File: src/include/dcache_params.svh
`ifndef DCACHE_PARAMS_SVH
`define DCACHE_PARAMS_SVH

`define DC_ADDR_W     32
`define DC_WORD_W     32
`define DC_LINES      128
`define DC_INDEX_W    7
`define DC_WORDS      16
`define DC_OFFSET_W   4
`define DC_TAG_W      19
`define DC_BE_W       4

// Address split, byte bits below the word offset
`define DC_OFFSET_LSB 2
`define DC_INDEX_LSB  6
`define DC_TAG_LSB    13

`endif

File: src/logic/dcache_pkg.sv
`default_nettype none

`include "dcache_params.svh"

package dcache_pkg;

    typedef logic [`DC_ADDR_W-1:0]            addr_t;
    typedef logic [`DC_WORD_W-1:0]            word_t;
    typedef logic [`DC_TAG_W-1:0]             tag_t;
    typedef logic [`DC_INDEX_W-1:0]           index_t;
    typedef logic [`DC_OFFSET_W-1:0]          offset_t;
    typedef logic [`DC_BE_W-1:0]              be_t;
    typedef logic [`DC_WORDS*`DC_WORD_W-1:0]  line_t;

    typedef enum logic [2:0] {
        IDLE,
        MISS_SHAKE,   // Line read not yet accepted
        MISS_WAIT,
        WB_WAIT,      // Refill done, victim still draining
        REFILL
    } ctrl_state_e;

    typedef enum logic [1:0] {
        WB_IDLE,
        WB_SHAKE,
        WB_WRITE,
        WB_RESULT
    } wb_state_e;

    // Replace the bytes of old_word selected by be
    function automatic word_t merge_bytes(word_t old_word, word_t new_word, be_t be);
        word_t result;
        result = old_word;
        for (int b = 0; b < `DC_BE_W; b++) begin
            if (be[b]) begin
                result[b*8 +: 8] = new_word[b*8 +: 8];
            end
        end
        return result;
    endfunction

endpackage

`default_nettype wire

File: src/logic/dcache_refill.sv
`timescale 1ns/1ps
`default_nettype none

`include "dcache_params.svh"

module dcache_refill import dcache_pkg::*; (
    input  logic   clk,
    input  logic   rst,
    input  logic   refill_active,
    input  addr_t  daddr,
    input  be_t    dwen,
    input  word_t  wdata,
    input  logic   ddata_rvalid,
    input  word_t  ddata_rdata,
    output line_t  fill_line
);

    offset_t  beat_cnt;
    offset_t  off;
    line_t    line_buf;
    word_t    beat_word;

    assign off = daddr[`DC_INDEX_LSB-1:`DC_OFFSET_LSB];

    // Store data lands in the missing word as it arrives
    assign beat_word = (beat_cnt == off) ? merge_bytes(ddata_rdata, wdata, dwen)
                                         : ddata_rdata;

    always_ff @(posedge clk) begin
        if (rst || !refill_active) begin
            beat_cnt <= '0;
        end else if (ddata_rvalid) begin
            beat_cnt <= beat_cnt + 1'b1;   // Wraps back to 0 after the last beat
        end
    end

    always_ff @(posedge clk) begin
        if (refill_active && ddata_rvalid) begin
            line_buf[beat_cnt*`DC_WORD_W +: `DC_WORD_W] <= beat_word;
        end
    end

    assign fill_line = line_buf;

endmodule

`default_nettype wire

File: config.mk
export PLATFORM = sky130hd
export DESIGN_NAME = dcache_refill
export DESIGN_NICKNAME = d
export VERILOG_FILES = /design/src/logic/dcache_pkg.sv /design/src/logic/dcache_refill.sv
export VERILOG_INCLUDE_DIRS = /design/src /design/src/include
export SDC_FILE = /design/constraint.sdc
export NUM_CORES = 1
export LEC_CHECK = 0
export BUFFER_PORTS_ARGS = -buffer_cell sky130_fd_sc_hd__buf_2
export CORE_AREA = 3 3 240 242
export CTS_BUF_LIST = sky130_fd_sc_hd__clkbuf_2 sky130_fd_sc_hd__clkbuf_4 sky130_fd_sc_hd__clkbuf_8
export CTS_CLUSTER_SIZE = 30
export DETAILED_ROUTE_END_ITERATION = 12
export DIE_AREA = 0 0 243 245
export GPL_ROUTABILITY_DRIVEN = 0
export PLACE_DENSITY = 0.74
export SYNTH_ARGS = -nofsm -noshare
export SYNTH_HDL_FRONTEND = slang
export SYNTH_SLANG_ARGS = --single-unit
export TNS_END_PERCENT = 100
File: constraint.sdc
create_clock -name clk -period 4.3 [get_ports clk]
set_clock_uncertainty 0.15 [all_clocks]
set_input_delay 0.43 -clock clk [delete_from_list [all_inputs] [get_ports clk]]
set_output_delay 0.43 -clock clk [all_outputs]
set_load 0.02 [all_outputs]
==> impl_results.md <==
* Yosys warnings at 0
* Mux share of post-synthesis cell area at 0.000467
* Pwr dens at 382 nW/µm²
* Multi-input logic area at 5280 µm²
* Total grt overflow at 0
* Crit path launch type: register
* Crit path capture type: register
* Synth area leader: edfxtp_1
* Flop pwr share at 0.535
* Port buffer count at 587
* Final Max Slew Viols at 0
* Die area at 59,500 µm²
* DRT antenna net count at 0
* Clock transition at path regs at 60 ps
* Fin crit share at 0.855
* DIE HEIGHT at 245 µm
* Critical path class: register to register
* Outcome: finished, final reports clean
* Synth Net Count at 1,413
* Initial Utilization at 0.388
* First-pass GRT wire length at 115,000 µm
* Synth Area in Adders at 0.00175
* Max-Cap Viols at 0
* Worst Path Arrival at 4040 ps
* Tmin final at 3680 ps
* Post-Syn Area at 21,400 µm²
* Average wire per cell in the routed design at 30.8 µm
* Site Rows at 86
* Share of the synthesized area in the top cell type at 0.717
* Endpoints failing setup at 0
* Seq/Total Area, Yosys at 0.721
* FILL cells at 4,792
* Layout cells sized above 1 at 0.593
* 1st-iter DRT viols at 1,776
* Max Root-Sink Buffers at 3
* I/O Pins at 616
* Largest net degree at the start of global routing at 33
* Asr flop ratio synth at 0
* Min-delay worst type: input pin to register
* Sw Pwr at 2410 µW
* DRT Pass-1 Iters at 7
* FF+latch area at 15,500 µm²
* Xor/xnor share of the synthesized area at 0.00484
* CTS resizes at 0
* Final Hold Viols at 0
* Number of antenna violations at the first check in global routing at 4
* RSZ-0062 raised after global routing: no
* Syn_area_per_cell at 16.4 µm²
* Internal power at 7840 µW
* Leak pwr at 0.00921 µW
* Vias in the first global route at 15,400
* Count of unique library cells instantiated by Yosys at 34
* Final WL at 83,800 µm
* CP Max Fanout at 17
* Worst-Skew Late Latency at 660 ps
* Die Width at 243 µm
* Gate Count Post-Synth at 1,306
* Post-synth top flop: edfxtp_1
* Clock power frac at 0.420
* Max frequency at 272 MHz
* Worst rel slew slack at 0.248
* CTS HTree Levels at 3
* Area growth syn-to-layout at 25.1%
* Worst-margin pin slew at 1130 ps
* Tot Pwr at 10,200 µW
* Post-DP HPWL at 51,100 µm
* Post CTS Setup Buffer Count at 0
* Req. time, crit path at 4660 ps
* Post-synthesis simple-gate area fraction at 0.0396
* Combinational Power Share at 0.045
* CTS Buf Count at 85
* Clk sink count at 516
* Residual DRC at 0
* Core footprint at 55,300 µm²
* Yosys reg bits at 516
* Root buffer cell: clkbuf_8
* Area contributors post-synth: edfxtp_1 (72%), a21oi_2 (12%), a21oi_1 (5.0%)
* Vias at 15,600
* DR vias/cell at 5.73
* Post-synthesis compound-gate area fraction at 0.190
* GR Util All Layers at 0.273
* Total Nets Final at 2,008
* Net Sw Frac at 0.235
* Worst vdd ir at 0.000227 V
* Setup TNS at 0 ps
* CTS tree: done
* Largest family of logic cells by synthesized area: compound AO/OA/AOI/OAI gates
* Number of flops mapped to enable cells by yosys at 512
-- power by group through the flow --
stage	Combinational (µW)	Sequential, µW	Clock, µW
after floorplan	265	5610	0
after global placement	443	5590	0
after detailed placement	451	5590	0
after CTS	453	5480	4330
after global routing	478	5480	4550
final	461	5480	4300
-- state kept, by name (all words and copies together) (netlist names) --
register,flops
fill_line,512
beat_cnt,4
-- metal layers --
layer  up-vias  GRT usage  part of all wire
met5         -          0          0.000084
met4         2      0.130             0.047
met3       249     0.0813              0.13
met2      1406      0.439              0.47
met1      7686      0.341              0.36
li1       6223          -                 -
-- critical path, stage by stage (launching register included) --
cell     delay (ps)
dfxtp_1         860
inv_1           150
ha_1            690
nor3b_2         500
nand2_2         540
buf_4           440
a21oi_1         160
-- through the flow --
stage	utilization	hold slack, ps	worst slack (ps)	area [µm²]	cells
6_report	0.485	98.3	622	26800	2716
4_1_cts	0.485	5.85	706	26800	2712
5_1_grt	0.485	90.6	454	26800	2714
3_5_place_dp	0.455	527	718	25100	2559
3_3_place_gp	0.455	500	835	25100	2559
2_1_floorplan	-	446	110	21400	1306
-- cell type report --
class / count / share of cell area
Antenna cell: 4 / 0.000373
Clock buffer: 112 / 0.0514
Clock inverter: 38 / 0.00984
Inverter: 8 / 0.00112
Multi-Input combinational cell: 655 / 0.197
Sequential cell: 516 / 0.576
Tap cell: 748 / 0.0349
Timing Repair Buffer: 635 / 0.130
-- path summary, 6_finish.rpt --
kind / from / to / slack [ps] / cells past startpoint
hold / removal: refill_active / beat_cnt[1] / 100 / 3
setup reg to reg: beat_cnt[0] / fill_line[192] / 620 / 6
setup / recovery: beat_cnt[0] / fill_line[192] / 620 / 6
hold reg to reg: beat_cnt[1] / beat_cnt[1] / 540 / 2
-- timing repair --
action / in CTS / in global routing
hold buffers: 3 / 0
endpoints found under the hold margin: 4 / 0
setup endpoints to repair: 0 / 0
-- placed cells by master (no fill, tap or decap), drive strengths merged, types with 6 or more instances in the layout --
| cell type | n |
|---|---|
| buf | 632 |
| a21oi | 515 |
| edfxtp | 512 |
| clkbuf | 112 |
| nand3 | 42 |
| o21ai | 32 |
| clkinv | 29 |
| nor2 | 24 |
| nand2 | 15 |
| inv | 12 |
| xnor2 | 6 |
-- synth_stat cells, types with 2 or more instances --
master	number
edfxtp_1	512
a21oi_2	302
a21oi_1	213
clkbuf_1	39
buf_6	34
nand3_4	30
nor2_1	24
buf_4	20
o21ai_2	20
buf_2	19
nand2_1	15
buf_1	12
o21ai_4	11
nand3_1	10
dfxtp_1	4
inv_1	4
inv_2	4
nand2b_1	4
nor3_1	4
buf_12	3
ha_1	3
xnor2_1	3
nand3_2	2
nand4_1	2
xnor2_2	2
xor2_1	2
-- kinds of logic (layout without fill, tap and decap cells) --
group           after synthesis  count (layout)
compound gates              548             548
flops                       516             516
buf+inv                     135             793
simple gates                 95              95
xor+xnor                      8               8
fa+ha+maj                     3               3
mux                           1               1
other cells                   0               4
No activity file was read; power rests on OpenSTA's default activity.
