--- config.mk ---
export PLATFORM = sky130hd
export DESIGN_NAME = dcache_ctrl
export DESIGN_NICKNAME = d
export VERILOG_FILES = /design/src/logic/dcache_pkg.sv /design/src/logic/dcache_ctrl.sv
export VERILOG_INCLUDE_DIRS = /design/src /design/src/include
export SDC_FILE = /design/constraint.sdc
export NUM_CORES = 1
export LEC_CHECK = 0
export ABC_AREA = 1
export BUFFER_PORTS_ARGS = -buffer_cell sky130_fd_sc_hd__buf_2
export CORE_AREA = 8 8 440 442
export DETAILED_ROUTE_END_ITERATION = 7
export DIE_AREA = 0 0 448 450
export PLACE_DENSITY = 0.3
export SYNTH_ARGS = -nofsm -noshare
export SYNTH_HDL_FRONTEND = slang
export SYNTH_SLANG_ARGS = --single-unit
--- constraint.sdc ---
create_clock -name clk -period 1.5 [get_ports clk]
set_input_delay 0 -clock clk [delete_from_list [all_inputs] [get_ports clk]]
set_output_delay 0 -clock clk [all_outputs]
set_load 0.005 [all_outputs]
--- src/include/dcache_params.svh ---
`ifndef DCACHE_PARAMS_SVH
`define DCACHE_PARAMS_SVH

`define DC_ADDR_W     32
`define DC_WORD_W     32
`define DC_LINES      128
`define DC_INDEX_W    7
`define DC_WORDS      16
`define DC_OFFSET_W   4
`define DC_TAG_W      19
`define DC_BE_W       4

// Address split, byte bits below the word offset
`define DC_OFFSET_LSB 2
`define DC_INDEX_LSB  6
`define DC_TAG_LSB    13

`endif

--- src/logic/dcache_pkg.sv ---
`default_nettype none

`include "dcache_params.svh"

package dcache_pkg;

    typedef logic [`DC_ADDR_W-1:0]            addr_t;
    typedef logic [`DC_WORD_W-1:0]            word_t;
    typedef logic [`DC_TAG_W-1:0]             tag_t;
    typedef logic [`DC_INDEX_W-1:0]           index_t;
    typedef logic [`DC_OFFSET_W-1:0]          offset_t;
    typedef logic [`DC_BE_W-1:0]              be_t;
    typedef logic [`DC_WORDS*`DC_WORD_W-1:0]  line_t;

    typedef enum logic [2:0] {
        IDLE,
        MISS_SHAKE,   // Line read not yet accepted
        MISS_WAIT,
        WB_WAIT,      // Refill done, victim still draining
        REFILL
    } ctrl_state_e;

    typedef enum logic [1:0] {
        WB_IDLE,
        WB_SHAKE,
        WB_WRITE,
        WB_RESULT
    } wb_state_e;

    // Replace the bytes of old_word selected by be
    function automatic word_t merge_bytes(word_t old_word, word_t new_word, be_t be);
        word_t result;
        result = old_word;
        for (int b = 0; b < `DC_BE_W; b++) begin
            if (be[b]) begin
                result[b*8 +: 8] = new_word[b*8 +: 8];
            end
        end
        return result;
    endfunction

endpackage

`default_nettype wire

--- src/logic/dcache_ctrl.sv ---
`timescale 1ns/1ps
`default_nettype none

`include "dcache_params.svh"

module dcache_ctrl import dcache_pkg::*; (
    input  logic   clk,
    input  logic   rst,
    input  logic   den,
    input  be_t    dwen,
    input  addr_t  daddr,
    input  logic   hit,
    input  logic   victim_dirty,
    input  line_t  rd_line,
    input  line_t  fill_line,
    input  logic   wb_busy,
    input  logic   daddr_req_ok,
    input  logic   ddata_rvalid,
    input  logic   ddata_rlast,
    output logic   data_ok,
    output word_t  data_data,
    output logic   busy,
    output logic   read_en,
    output addr_t  daddr_req,
    output logic   refill_active,
    output logic   wb_start,
    output logic   line_we,
    output logic   store_hit_we,
    output logic   set_dirty
);

    ctrl_state_e  state;
    ctrl_state_e  next_state;
    offset_t      off;
    addr_t        line_addr;
    word_t        hit_word;
    word_t        fill_word;

    assign off       = daddr[`DC_INDEX_LSB-1:`DC_OFFSET_LSB];
    assign line_addr = {daddr[`DC_ADDR_W-1:`DC_INDEX_LSB], {`DC_INDEX_LSB{1'b0}}};
    assign hit_word  = rd_line[off*`DC_WORD_W +: `DC_WORD_W];
    assign fill_word = fill_line[off*`DC_WORD_W +: `DC_WORD_W];

    // Collector runs from the read request until the last beat
    assign refill_active = (state == MISS_SHAKE) || (state == MISS_WAIT);

    assign busy = (state != IDLE) || (den && !hit);

    always_ff @(posedge clk) begin
        if (rst) begin
            state <= IDLE;
        end else begin
            state <= next_state;
        end
    end

    always_comb begin
        next_state   = state;
        data_ok      = 1'b0;
        data_data    = '0;
        read_en      = 1'b0;
        daddr_req    = '0;
        wb_start     = 1'b0;
        line_we      = 1'b0;
        store_hit_we = 1'b0;
        set_dirty    = 1'b0;

        case (state)
            IDLE: begin
                if (den && hit) begin
                    data_ok      = 1'b1;
                    data_data    = hit_word;
                    store_hit_we = |dwen;
                end else if (den) begin
                    read_en    = 1'b1;
                    daddr_req  = line_addr;
                    wb_start   = victim_dirty;   // Victim drains while the refill arrives
                    next_state = daddr_req_ok ? MISS_WAIT : MISS_SHAKE;
                end
            end
            MISS_SHAKE: begin
                read_en   = 1'b1;
                daddr_req = line_addr;
                if (daddr_req_ok) begin
                    next_state = MISS_WAIT;
                end
            end
            MISS_WAIT: begin
                if (ddata_rvalid && ddata_rlast) begin
                    next_state = wb_busy ? WB_WAIT : REFILL;
                end
            end
            WB_WAIT: begin
                if (!wb_busy) begin
                    next_state = REFILL;
                end
            end
            REFILL: begin
                line_we    = 1'b1;
                set_dirty  = |dwen;
                data_ok    = 1'b1;
                data_data  = fill_word;
                next_state = IDLE;
            end
            default: next_state = IDLE;
        endcase
    end

endmodule

`default_nettype wire

==> qor.txt <==
hold crit path type: in -> reg
Tot GR Track Use: 16.4%
FMAX: 0.595 GHz
vias in the first global route: 26100
gr ovfl total: 0
die area: 202000 um2
die width: 448 um
Gate Count Post-Synth: 3247
Worst-Skew Late Latency: 0.22 ns
post-route setup TNS: -3.74 ns
max-cap violations: 0
clock root buffer: clkbuf_16
Placement Setup Slack: -0.943 ns
Post-Syn Area per Cell: 4.21 um2
WS Path Type: in -> out
Worst Path Arrival: 1.68 ns
H-Tree Level Count: 1
cell area power density: 400 nW/um2
ANT nets after route: 0
Final Critical Period: 1.68 ns
Final Instance Area: 29200 um2
fillers: 22400
Top reg by flops: state
Syn. warnings: 0
Final Util: 15.7%
port bufs: 1132
Worst Path Max Fanout: 8
CTS clock-pin slew for the worst setup and hold paths: 0.03 ns
vias per cell: 3.56
CTS tree: yes
layout net count: 5586
clk_skew: 0.00337 ns
crit end category: output pin
Avg WL per Cell: 25.5 um
largest net degree at the start of global routing: 39
Pleak: 17.4 nW
wirelength, routed: 180000 um
placed cells: 6942
Top Registers: state: 3 flops
num rows: 159
DRC viols: 0
DP Wirelength: 150000 um
TritonCTS Buffers: 3
Seq/Total Area, Yosys: 0.440%
Yosys cell types: 23
Initial DRT Pass Iterations: 5
Synth Cell Area: 13700 um2
core box area: 187000 um2
outcome: complete, but fails checks
Max Slew Vio Count: 0
I/O pin total: 1141
layout cells sized above 1: 43.6%
Startpoint Class: input port
endpoints failing setup: 56
global-route wire length before repair: 229000 um
final worst setup slack: -0.182 ns
DRT iter0 DRCs: 1884
clk buf depth: 2
Final Power: 11.7 mW
worst rel slew slack: 49.8%
Critical Path RT: 1.50 ns
Seq cells post-synth: 3
initial antenna violation count: 93
Initial Util: 7.32%
unrepaired setup endpoints after global routing: true
worst hold slack: 0.140 ns
Vias: 25100
final period utilization: 112%
failing checks: negative setup slack
number of hold violations in the final report: 0
maximum vdd ir drop: 0.376 mV
Die H: 450 um
Final Non-Filler Cells: 7056
area grow syn2layout: 114%
number of flip-flops in the largest register: 3
Worst Max-Slew Pin Slew: 0.746 ns
GPL Wtd Cong: 0.932
clk sinks: 3
DP Area: 24300 um2
-- cells in the final DEF (no fill, tap or decap), drive strengths merged --
cell type / count
a21oi: 3
and2: 1
and3: 1
buf: 1460
bufbuf: 4
clkbuf: 18
clkinv: 6
conb: 6
dfxtp: 3
diode: 45
dlygate4sd3: 1
inv: 681
nand2: 1580
nand3: 704
nand4: 2
nor2: 37
nor3: 1
nor4: 2
o21ai: 5
or2: 1
-- Yosys cell counts --
| master | count | area share [%] |
|---|---|---|
| o21ai_0 | 5 | 0.18 |
| a21oi_1 | 2 | 0.073 |
| nor3_1 | 1 | 0.037 |
| inv_6 | 1 | 0.064 |
| buf_6 | 31 | 2.6 |
| nand4_1 | 2 | 0.092 |
| a21oi_2 | 1 | 0.064 |
| inv_2 | 2 | 0.055 |
| nand3_1 | 704 | 26 |
| dfxtp_1 | 3 | 0.44 |
| nor2_1 | 37 | 1.0 |
| or2_2 | 1 | 0.046 |
| nand2_1 | 1580 | 43 |
| nor4_1 | 2 | 0.092 |
| buf_8 | 1 | 0.11 |
| conb_1 | 1 | 0.027 |
| buf_4 | 26 | 1.4 |
| inv_1 | 678 | 19 |
| and3_1 | 1 | 0.046 |
| clkbuf_1 | 16 | 0.44 |
| buf_2 | 134 | 4.9 |
| buf_1 | 17 | 0.47 |
| and2_1 | 1 | 0.046 |
-- worst max-delay path, cell delays in order --
cell	delay, ns
buf_16	0.14
buf_12	0.14
clkinv_16	0.08
buf_16	0.22
buf_12	0.14
clkbuf_16	0.15
nand2_1	0.07
nand3_2	0.07
nand3_2	0.08
nand3_2	0.09
nand2_4	0.10
nand2_2	0.08
nand2_2	0.11
buf_2	0.12
-- worst paths after layout --
check	startpoint	slack, ns	depth (start not counted)	end
setup / recovery	daddr[2]	-0.18	14	data_data[16]
hold / removal	daddr_req_ok	0.14	4	state[0]$_SDFFE_PP0P_
setup reg to reg	state[2]$_SDFFE_PP0P_	0.10	8	state[0]$_SDFFE_PP0P_
hold reg to reg	state[1]$_SDFFE_PP0P_	0.65	3	state[1]$_SDFFE_PP0P_
-- layout make-up --
type	instances	area, um2	share of cell area [%]
diodes	45	113	0.385
clock buffers	4	78.8	0.270
repair inverters	6	148	0.505
inverters	681	2610	8.93
repair buffers	1479	10700	36.7
multi-input cells	2343	12400	42.3
well taps	2495	3120	10.7
flip-flops and latches	3	62.6	0.214
-- cell families (layout without fill, tap and decap cells) --
kind of cell	after synthesis	after routing	share of synthesized area [%]
AOI/OAI and AO/OA	8	8	0.320
buffers and inverters	906	2170	28.7
DFF	3	3	0.440
other	1	51	0.0274
and+or+nand+nor	2329	2329	70.6
-- layer usage --
layer,part of all wire [%],vias up,GRT usage (%),routed length [um]
met1,39,11700,19.4,71000
met4,2.8,26,4.83,5080
met5,0.088,-,0,159
li1,-,12200,-,-
met3,5.9,166,2.61,10700
met2,52,968,30.4,92800
-- timing repair --
action / 4_1_cts / 5_1_grt
hold endpoints to repair: 1 / 0
setup endpoints to repair: 60 / 63
resized for setup: 529 / 262
hold buffers: 1 / 0
pin swaps: 104 / 69
gates cloned: 28 / 16
buffers inserted: 29 / 13
-- where the power goes --
group	total, mW	internal (mW)	leakage, nW	switching [mW]
logic	11.1	4.73	17.3	6.39
registers	0.140	0.113	0.0253	0.0266
clock network	0.423	0.351	0.0384	0.0722
total	11.7	5.20	17.4	6.49
Power figures use the tool's default switching activity.
