==> src/include/dcache_params.svh <==
`ifndef DCACHE_PARAMS_SVH
`define DCACHE_PARAMS_SVH

`define DC_ADDR_W     32
`define DC_WORD_W     32
`define DC_LINES      128
`define DC_INDEX_W    7
`define DC_WORDS      16
`define DC_OFFSET_W   4
`define DC_TAG_W      19
`define DC_BE_W       4

// Address split, byte bits below the word offset
`define DC_OFFSET_LSB 2
`define DC_INDEX_LSB  6
`define DC_TAG_LSB    13

`endif

==> src/logic/dcache_pkg.sv <==
`default_nettype none

`include "dcache_params.svh"

package dcache_pkg;

    typedef logic [`DC_ADDR_W-1:0]            addr_t;
    typedef logic [`DC_WORD_W-1:0]            word_t;
    typedef logic [`DC_TAG_W-1:0]             tag_t;
    typedef logic [`DC_INDEX_W-1:0]           index_t;
    typedef logic [`DC_OFFSET_W-1:0]          offset_t;
    typedef logic [`DC_BE_W-1:0]              be_t;
    typedef logic [`DC_WORDS*`DC_WORD_W-1:0]  line_t;

    typedef enum logic [2:0] {
        IDLE,
        MISS_SHAKE,   // Line read not yet accepted
        MISS_WAIT,
        WB_WAIT,      // Refill done, victim still draining
        REFILL
    } ctrl_state_e;

    typedef enum logic [1:0] {
        WB_IDLE,
        WB_SHAKE,
        WB_WRITE,
        WB_RESULT
    } wb_state_e;

    // Replace the bytes of old_word selected by be
    function automatic word_t merge_bytes(word_t old_word, word_t new_word, be_t be);
        word_t result;
        result = old_word;
        for (int b = 0; b < `DC_BE_W; b++) begin
            if (be[b]) begin
                result[b*8 +: 8] = new_word[b*8 +: 8];
            end
        end
        return result;
    endfunction

endpackage

`default_nettype wire

==> src/logic/dcache_writeback.sv <==
`timescale 1ns/1ps
`default_nettype none

`include "dcache_params.svh"

module dcache_writeback import dcache_pkg::*; (
    input  logic   clk,
    input  logic   rst,
    input  logic   wb_start,
    input  tag_t   victim_tag,
    input  addr_t  daddr,
    input  line_t  rd_line,
    input  logic   daddr_wreq_ok,
    input  logic   ddata_wready,
    input  logic   ddata_bvalid,
    output logic   wb_busy,
    output logic   write_en,
    output addr_t  daddr_wreq,
    output be_t    write_byte_en,
    output logic   dwvalid,
    output word_t  dwdata,
    output logic   dwlast
);

    wb_state_e  state;
    wb_state_e  next_state;
    offset_t    out_cnt;
    index_t     idx;
    addr_t      victim_addr;

    assign idx         = daddr[`DC_TAG_LSB-1:`DC_INDEX_LSB];
    assign victim_addr = {victim_tag, idx, {`DC_INDEX_LSB{1'b0}}};

    assign wb_busy = (state != WB_IDLE);

    always_ff @(posedge clk) begin
        if (rst) begin
            state <= WB_IDLE;
        end else begin
            state <= next_state;
        end
    end

    always_ff @(posedge clk) begin
        if (rst || state != WB_WRITE) begin
            out_cnt <= '0;
        end else if (ddata_wready) begin
            out_cnt <= out_cnt + 1'b1;
        end
    end

    always_comb begin
        next_state    = state;
        write_en      = 1'b0;
        daddr_wreq    = '0;
        write_byte_en = '0;
        dwvalid       = 1'b0;
        dwdata        = '0;
        dwlast        = 1'b0;

        case (state)
            WB_IDLE: begin
                if (wb_start) begin
                    write_en   = 1'b1;   // Address goes out in the start cycle
                    daddr_wreq = victim_addr;
                    next_state = daddr_wreq_ok ? WB_WRITE : WB_SHAKE;
                end
            end
            WB_SHAKE: begin
                write_en   = 1'b1;
                daddr_wreq = victim_addr;
                if (daddr_wreq_ok) begin
                    next_state = WB_WRITE;
                end
            end
            WB_WRITE: begin
                dwvalid       = 1'b1;
                write_byte_en = '1;
                dwdata        = rd_line[out_cnt*`DC_WORD_W +: `DC_WORD_W];
                dwlast        = &out_cnt;
                if (ddata_wready && dwlast) begin
                    next_state = WB_RESULT;
                end
            end
            WB_RESULT: begin
                if (ddata_bvalid) begin
                    next_state = WB_IDLE;
                end
            end
            default: next_state = WB_IDLE;
        endcase
    end

endmodule

`default_nettype wire

==> config.mk <==
export PLATFORM = sky130hd
export DESIGN_NAME = dcache_writeback
export DESIGN_NICKNAME = d
export VERILOG_FILES = /design/src/logic/dcache_pkg.sv /design/src/logic/dcache_writeback.sv
export VERILOG_INCLUDE_DIRS = /design/src /design/src/include
export SDC_FILE = /design/constraint.sdc
export NUM_CORES = 1
export LEC_CHECK = 0
export ABC_AREA = 1
export BUFFER_PORTS_ARGS = -buffer_cell sky130_fd_sc_hd__buf_2
export CORE_AREA = 10 10 241 243
export DETAILED_ROUTE_END_ITERATION = 16
export DIE_AREA = 0 0 251 253
export PLACE_DENSITY = 0.48
export SYNTH_ARGS = -nofsm -noshare
export SYNTH_HDL_FRONTEND = slang
export SYNTH_SLANG_ARGS = --single-unit
==> constraint.sdc <==
create_clock -name clk -period 4.4 [get_ports clk]
set_clock_uncertainty 0.15 [all_clocks]
set_input_delay 0.44 -clock clk [delete_from_list [all_inputs] [get_ports clk]]
set_output_delay 0.44 -clock clk [all_outputs]
set_load 0.01 [all_outputs]
==> flow_summary.toml, run 1 <==
[sta]
rsz0062_at_grt = "no"
worstMarginPinSlew_ps = 1106
finalCriticalPeriod_ps = 3126
relSlewSlack = 0.2630
hold_viol_final = 0
setup_viol = 0
tns_ps = 0
timing.fmax_mhz = 319.9
fin_crit_sh = 0.7105
final-max-slew-violation-count = 0
setup_ws_ps = 1274

[routing]
firstDrtPassIters = 5
viasPerCell = 3.799
ant_nets = 0
routed_wl_mm = 50.87
vias = 11210
drt_iter0_drc = 610
drc = 0
avgRoutedWirePerCell_um = 17.24

[worst_setup_path]
cp_cell_sequence = "inv_8, buf_4, nand2_1, nand3_1, nand2_1, nand2_1, nand2_1, inv_1, a21oi_2, buf_2"
worst_ep_arrival_time_ps = 2540
critPathMostFrequentCell = "nand2_1"
critical_path_class = "register to primary output"
start_kind = "register"
critPathMaxFanout = 82
cp.required_ps = 3810
cp_slowest_cell = "dfxtp_4"
max_stage_delay_ps = 430
cp-end-kind = "primary output"
rr_worst_depth = 8

[synth]
syn_inst = 1731
synth-compound-area-share = 0.03417
synth.largest_area_cell = "nand2_1"
ys_types = 25
synth_top_family_by_area = "simple AND/OR/NAND/NOR gates"
synth_area_per_cell_sq_um = 4.252
synth.most_common_cell = "nand2_1"
synth_xor_area_frac = 0
synthArstFlopShare = 0
synth_top_area_share = 0.4457
syn_area_sq_mm = 0.007361
synthAdderAreaFrac = 0.008499
synth_warnings = 0
yosysSeqAreaShare = 0.01632
yosys_register_bits = 6
ys.flop_type = "dfxtp_1"
synthMuxAreaShare = 0
synthTopCellsByArea = "nand2_1, inv_1, nand3_1, buf_2, buf_6"
synth-simple-area-share = 0.6412
synth_edf_count = 0
synth_common_cells = "nand2_1, inv_1, nand3_1"

[grt]
grt_pass1_wl_mm = 71.79
grt_start_max_net_pins = 146
antenna_found_initial = 2
overflow = 0
grtUsageTotal = 0.1485
first_global_vias = 11131

[power_and_ir_drop]
power_frac_comb = 0.886
p_leak_nw = 7.570
switchingPower_mw = 1.236
p_int_mw = 0.8470
switching_share = 0.5934
clkPwrFrac = 0.073
power_frac_seq = 0.041
total_power_mw = 2.083
power.density_mw_per_mm2 = 191.4
ir_drop_v = 0.0001105

[placed_design]
dp_slack_ps = 1472
hpwl_mm = 43.62
gp_congestion = 0.8324
dp_cells = 2946
io_buffers = 609

[layout]
layout.cells.non_filler = 2951
multi_input_area_sq_mm = 0.005062
nets = 2829
num-fill-cells = 6536
drive_gt1_frac = 0.2915
area_delta_synth_final_pct = 47.82
ff_latch_area_sq_um = 128.9

[die]
die_x_um = 251
die_h_um = 253
num_rows = 85
die-area_sq_mm = 0.06350
start_util = 0.1381
coreArea_sq_mm = 0.05328
pin_count = 641

[cts]
cts_made_buffers = 3
cts_sinks = 6
post_cts_resized = 0
clock_path_buffers = 2
htreeDepth = 1
hold_buffers = 0
postCtsSetupBuffers = 0
insertion_delay_ps = 230
root_buffer = "clkbuf_16"
clkTransAtPathRegs_ps = 40
tritoncts = "yes"

[hold_path]
min_path_cells = 2
hp-class = "input port to register"

[job]
cap_violations = 0

[outcome]
status = "finished, final reports clean"
worst paths after layout:
| check | start | to | slack (ps) |
|---|---|---|---|
| worst max register to register | out_cnt[0] | state[1] | 2340 |
| worst min register to register | state[0] | state[0] | 350 |
| worst min-delay path | rst | state[0] | 250 |
| worst max-delay path | out_cnt[0] | dwdata[10] | 1270 |
layer usage:
| layer | GRT usage | up-vias | part of all wire | wire [um] |
|---|---|---|---|---|
| li1 | - | 6040 | - | - |
| met5 | 0 | - | 0 | 0 |
| met4 | 0.02324 | 0 | 0.014 | 716 |
| met2 | 0.2618 | 421 | 0.49 | 24770 |
| met3 | 0.03189 | 22 | 0.071 | 3619 |
| met1 | 0.1839 | 4727 | 0.43 | 21770 |
power by group through the flow:
stage          sequential (mW)  clock, mW  combinational (mW)
2_1_floorplan           0.0717          0                1.16
4_1_cts                 0.0858      0.154                1.89
5_1_grt                 0.0885      0.157                2.09
3_3_place_gp            0.0867          0                1.88
6_report                0.0857      0.152                1.84
3_5_place_dp            0.0866          0                1.88
flip-flops by register name, indices dropped and copies added, names as in the netlist:
| name | count |
|---|---|
| state | 2 |
| out_cnt | 4 |
cell families after synthesis:
family,Yosys count
compound gates,42
fa+ha+maj,5
simple gates,1169
buf+inv,508
flops,6
other cells,1
metrics by stage:
stage | cell area [sq um] | hold slack (ps) | utilization
floorplan | 7380 | 317.0 | -
global placement | 10800 | 348.7 | 0.2027
detailed placement | 10800 | 347.1 | 0.2027
CTS | 10880 | 251.6 | 0.2042
global route | 10880 | 262.2 | 0.2042
finish | 10880 | 252.7 | 0.2042
critical path, delay by kind of cell, from the launching register on:
kind / cells / cell delay (ps)
buffers and inverters: 4 / 1100
and+or+nand+nor: 5 / 660
DFF: 1 / 430
AOI/OAI and AO/OA: 1 / 60
cells in the final DEF (no fill, tap or decap):
cell / n
a211oi_1: 1
a21oi_1: 25
a21oi_2: 11
a31oi_1: 1
buf_12: 4
buf_2: 609
buf_4: 17
clkbuf_1: 1
clkbuf_16: 3
conb_1: 6
dfxtp_1: 3
dfxtp_2: 1
dfxtp_4: 2
diode_2: 1
ha_1: 5
inv_1: 384
inv_2: 6
inv_4: 1
inv_8: 1
nand2_1: 874
nand3_1: 258
nor2_1: 31
nor2_2: 1
nor3_1: 3
nor4_1: 1
o21ai_0: 3
o21ai_1: 1
or2_2: 1
final cells by class:
type	instances	share of cell area
multi-input combinational	1222	0.4653
timing repair buffer	630	0.2992
inverter	392	0.1362
tap	696	0.08004
sequential	6	0.01184
clock buffer	4	0.007245
antenna	1	0.0002300
No activity file was read; power rests on OpenSTA's default activity.
==> inputs of run 2 (changes only) <==
--- a/config.mk
+++ b/config.mk
@@ -11,7 +11,7 @@
 export CORE_AREA = 10 10 241 243
 export DETAILED_ROUTE_END_ITERATION = 16
 export DIE_AREA = 0 0 251 253
-export PLACE_DENSITY = 0.48
+export PLACE_DENSITY = 0.49
 export SYNTH_ARGS = -nofsm -noshare
 export SYNTH_HDL_FRONTEND = slang
 export SYNTH_SLANG_ARGS = --single-unit
==> constraint.sdc (replaced) <==
create_clock -name clk -period 2.6 [get_ports clk]
set_clock_uncertainty 0.15 [all_clocks]
set_input_delay 0.26 -clock clk [delete_from_list [all_inputs] [get_ports clk]]
set_output_delay 0.26 -clock clk [all_outputs]
set_load 0.01 [all_outputs]
==> flow_summary.toml, run 2 (same netlist as run 1, synthesis figures left out) <==
[cts]
tritoncts = "yes"
root_buffer = "clkbuf_16"
cts_sinks = 6
hold_buffers = 0
cts_made_buffers = 3
clkTransAtPathRegs_ps = 30
clock_path_buffers = 2
htreeDepth = 1
insertion_delay_ps = 230

[layout]
finish.utilization = 0.2129
mostFrequentLayoutCells = "nand2_1, buf_2, inv_1"
final_area_sq_mm = 0.01134
mostFrequentLayoutCell = "nand2_1"
nets = 2869
largest_reg_flops = 4
reg_top3 = "out_cnt x4, state x2"
regMostFlops = "out_cnt"
num-fill-cells = 6514
area_delta_synth_final_pct = 54.09
drive_gt1_frac = 0.3048

[routing]
vias = 11411
routed_wl_mm = 52.52
drt_iter0_drc = 529
ant_nets = 0
drc = 0
viasPerCell = 3.815
avgRoutedWirePerCell_um = 17.56
firstDrtPassIters = 5

[worst_setup_path]
rrSetupSlack_ps = 760
rr_worst_depth = 6
start_kind = "register"
worst_ep_arrival_time_ps = 2070
critPathMaxFanout = 18
cp.required_ps = 2190
cp-end-kind = "primary output"
critical_path_class = "register to primary output"

[grt]
grtUsageTotal = 0.1521
first_global_vias = 11376
grt_start_max_net_pins = 76
antenna_found_initial = 6
overflow = 0
grt_pass1_wl_mm = 72.95

[placed_design]
hpwl_mm = 45.71
io_buffers = 609
post_dp_cell_area_sq_mm = 0.01119
gp_congestion = 0.8466

[sta]
finalCriticalPeriod_ps = 2478
setup_viol = 0
hold_viol_final = 0
fin_crit_sh = 0.9530
timing.fmax_mhz = 403.6
final-max-slew-violation-count = 0
tns_ps = 0
relSlewSlack = 0.6538
worstMarginPinSlew_ps = 519.2
rsz0062_at_grt = "no"

[die]
die_h_um = 253
coreArea_sq_mm = 0.05328
pin_count = 641
die_x_um = 251
die-area_sq_mm = 0.06350
start_util = 0.1381
num_rows = 85

[hold_path]
hp-class = "input port to register"
min_path_cells = 2

[power_and_ir_drop]
ir_drop_v = 0.0002295
p_leak_nw = 7.826
power.density_mw_per_mm2 = 329.8

[job]
cap_violations = 0

[outcome]
status = "finished, final reports clean"
-- run 2: through the flow --
stage / setup slack, ps / hold WS [ps] / total power, mW / cells
finish: 122.3 / 72.31 / 3.741 / 2991
global route: 1.261 / 79.73 / 4.149 / 2990
CTS: 31.45 / 69.74 / 3.782 / 2988
detailed placement: 145.9 / 307.0 / 3.508 / 2983
global placement: 163.3 / 302.7 / 3.508 / 2983
floorplan: 717.2 / 179.1 / 2.077 / 1736
-- run 2: worst max-delay path, stage by stage, from the launching register on --
cell	delay (ps)
dfxtp_4	360
inv_8	170
buf_12	200
buf_4	200
buf_4	180
nand2_1	60
nand2_1	70
nand2_1	50
nand3_1	70
nand3_1	70
a21oi_1	210
buf_2	180
-- run 2: report_power, final --
| part | internal, mW | switching (mW) |
|---|---|---|
| clock network | 0.197 | 0.0528 |
| registers | 0.110 | 0.0206 |
| logic | 1.28 | 2.08 |
-- run 2: path summary, 6_finish.rpt --
kind | to | from
worst max-delay path | dwdata[23] | out_cnt[0]
worst min-delay path | state[0] | rst
worst min register to register | state[0] | state[0]
worst max register to register | out_cnt[3] | state[0]
-- run 2: area by class of cell --
cell class | count | area (sq um) | area share
Clock buffer | 3 | 75.07 | 0.006619
Sequential cell | 6 | 128.9 | 0.01136
Timing Repair Buffer | 670 | 3705 | 0.3266
Tap cell | 696 | 870.8 | 0.07678
Inverter | 392 | 1483 | 0.1307
Antenna cell | 2 | 5.005 | 0.0004413
Multi-Input combinational cell | 1222 | 5075 | 0.4474
-- run 2: metal layers --
layer / vias up / global-route usage / wire length (um)
li1: 6124 / - / -
met1: 4831 / 0.1834 / 22320
met2: 422 / 0.2741 / 25710
met3: 30 / 0.03291 / 3717
met4: 4 / 0.02375 / 745
met5: - / 0 / 27
-- run 2: what timing repair did --
| item | in CTS | in global routing |
|---|---|---|
| resized for setup | 0 | 7 |
| setup buffers | 2 | 0 |
| pin swaps | 0 | 0 |
| setup endpoints to repair | 4 | 7 |
| gates cloned | 0 | 1 |
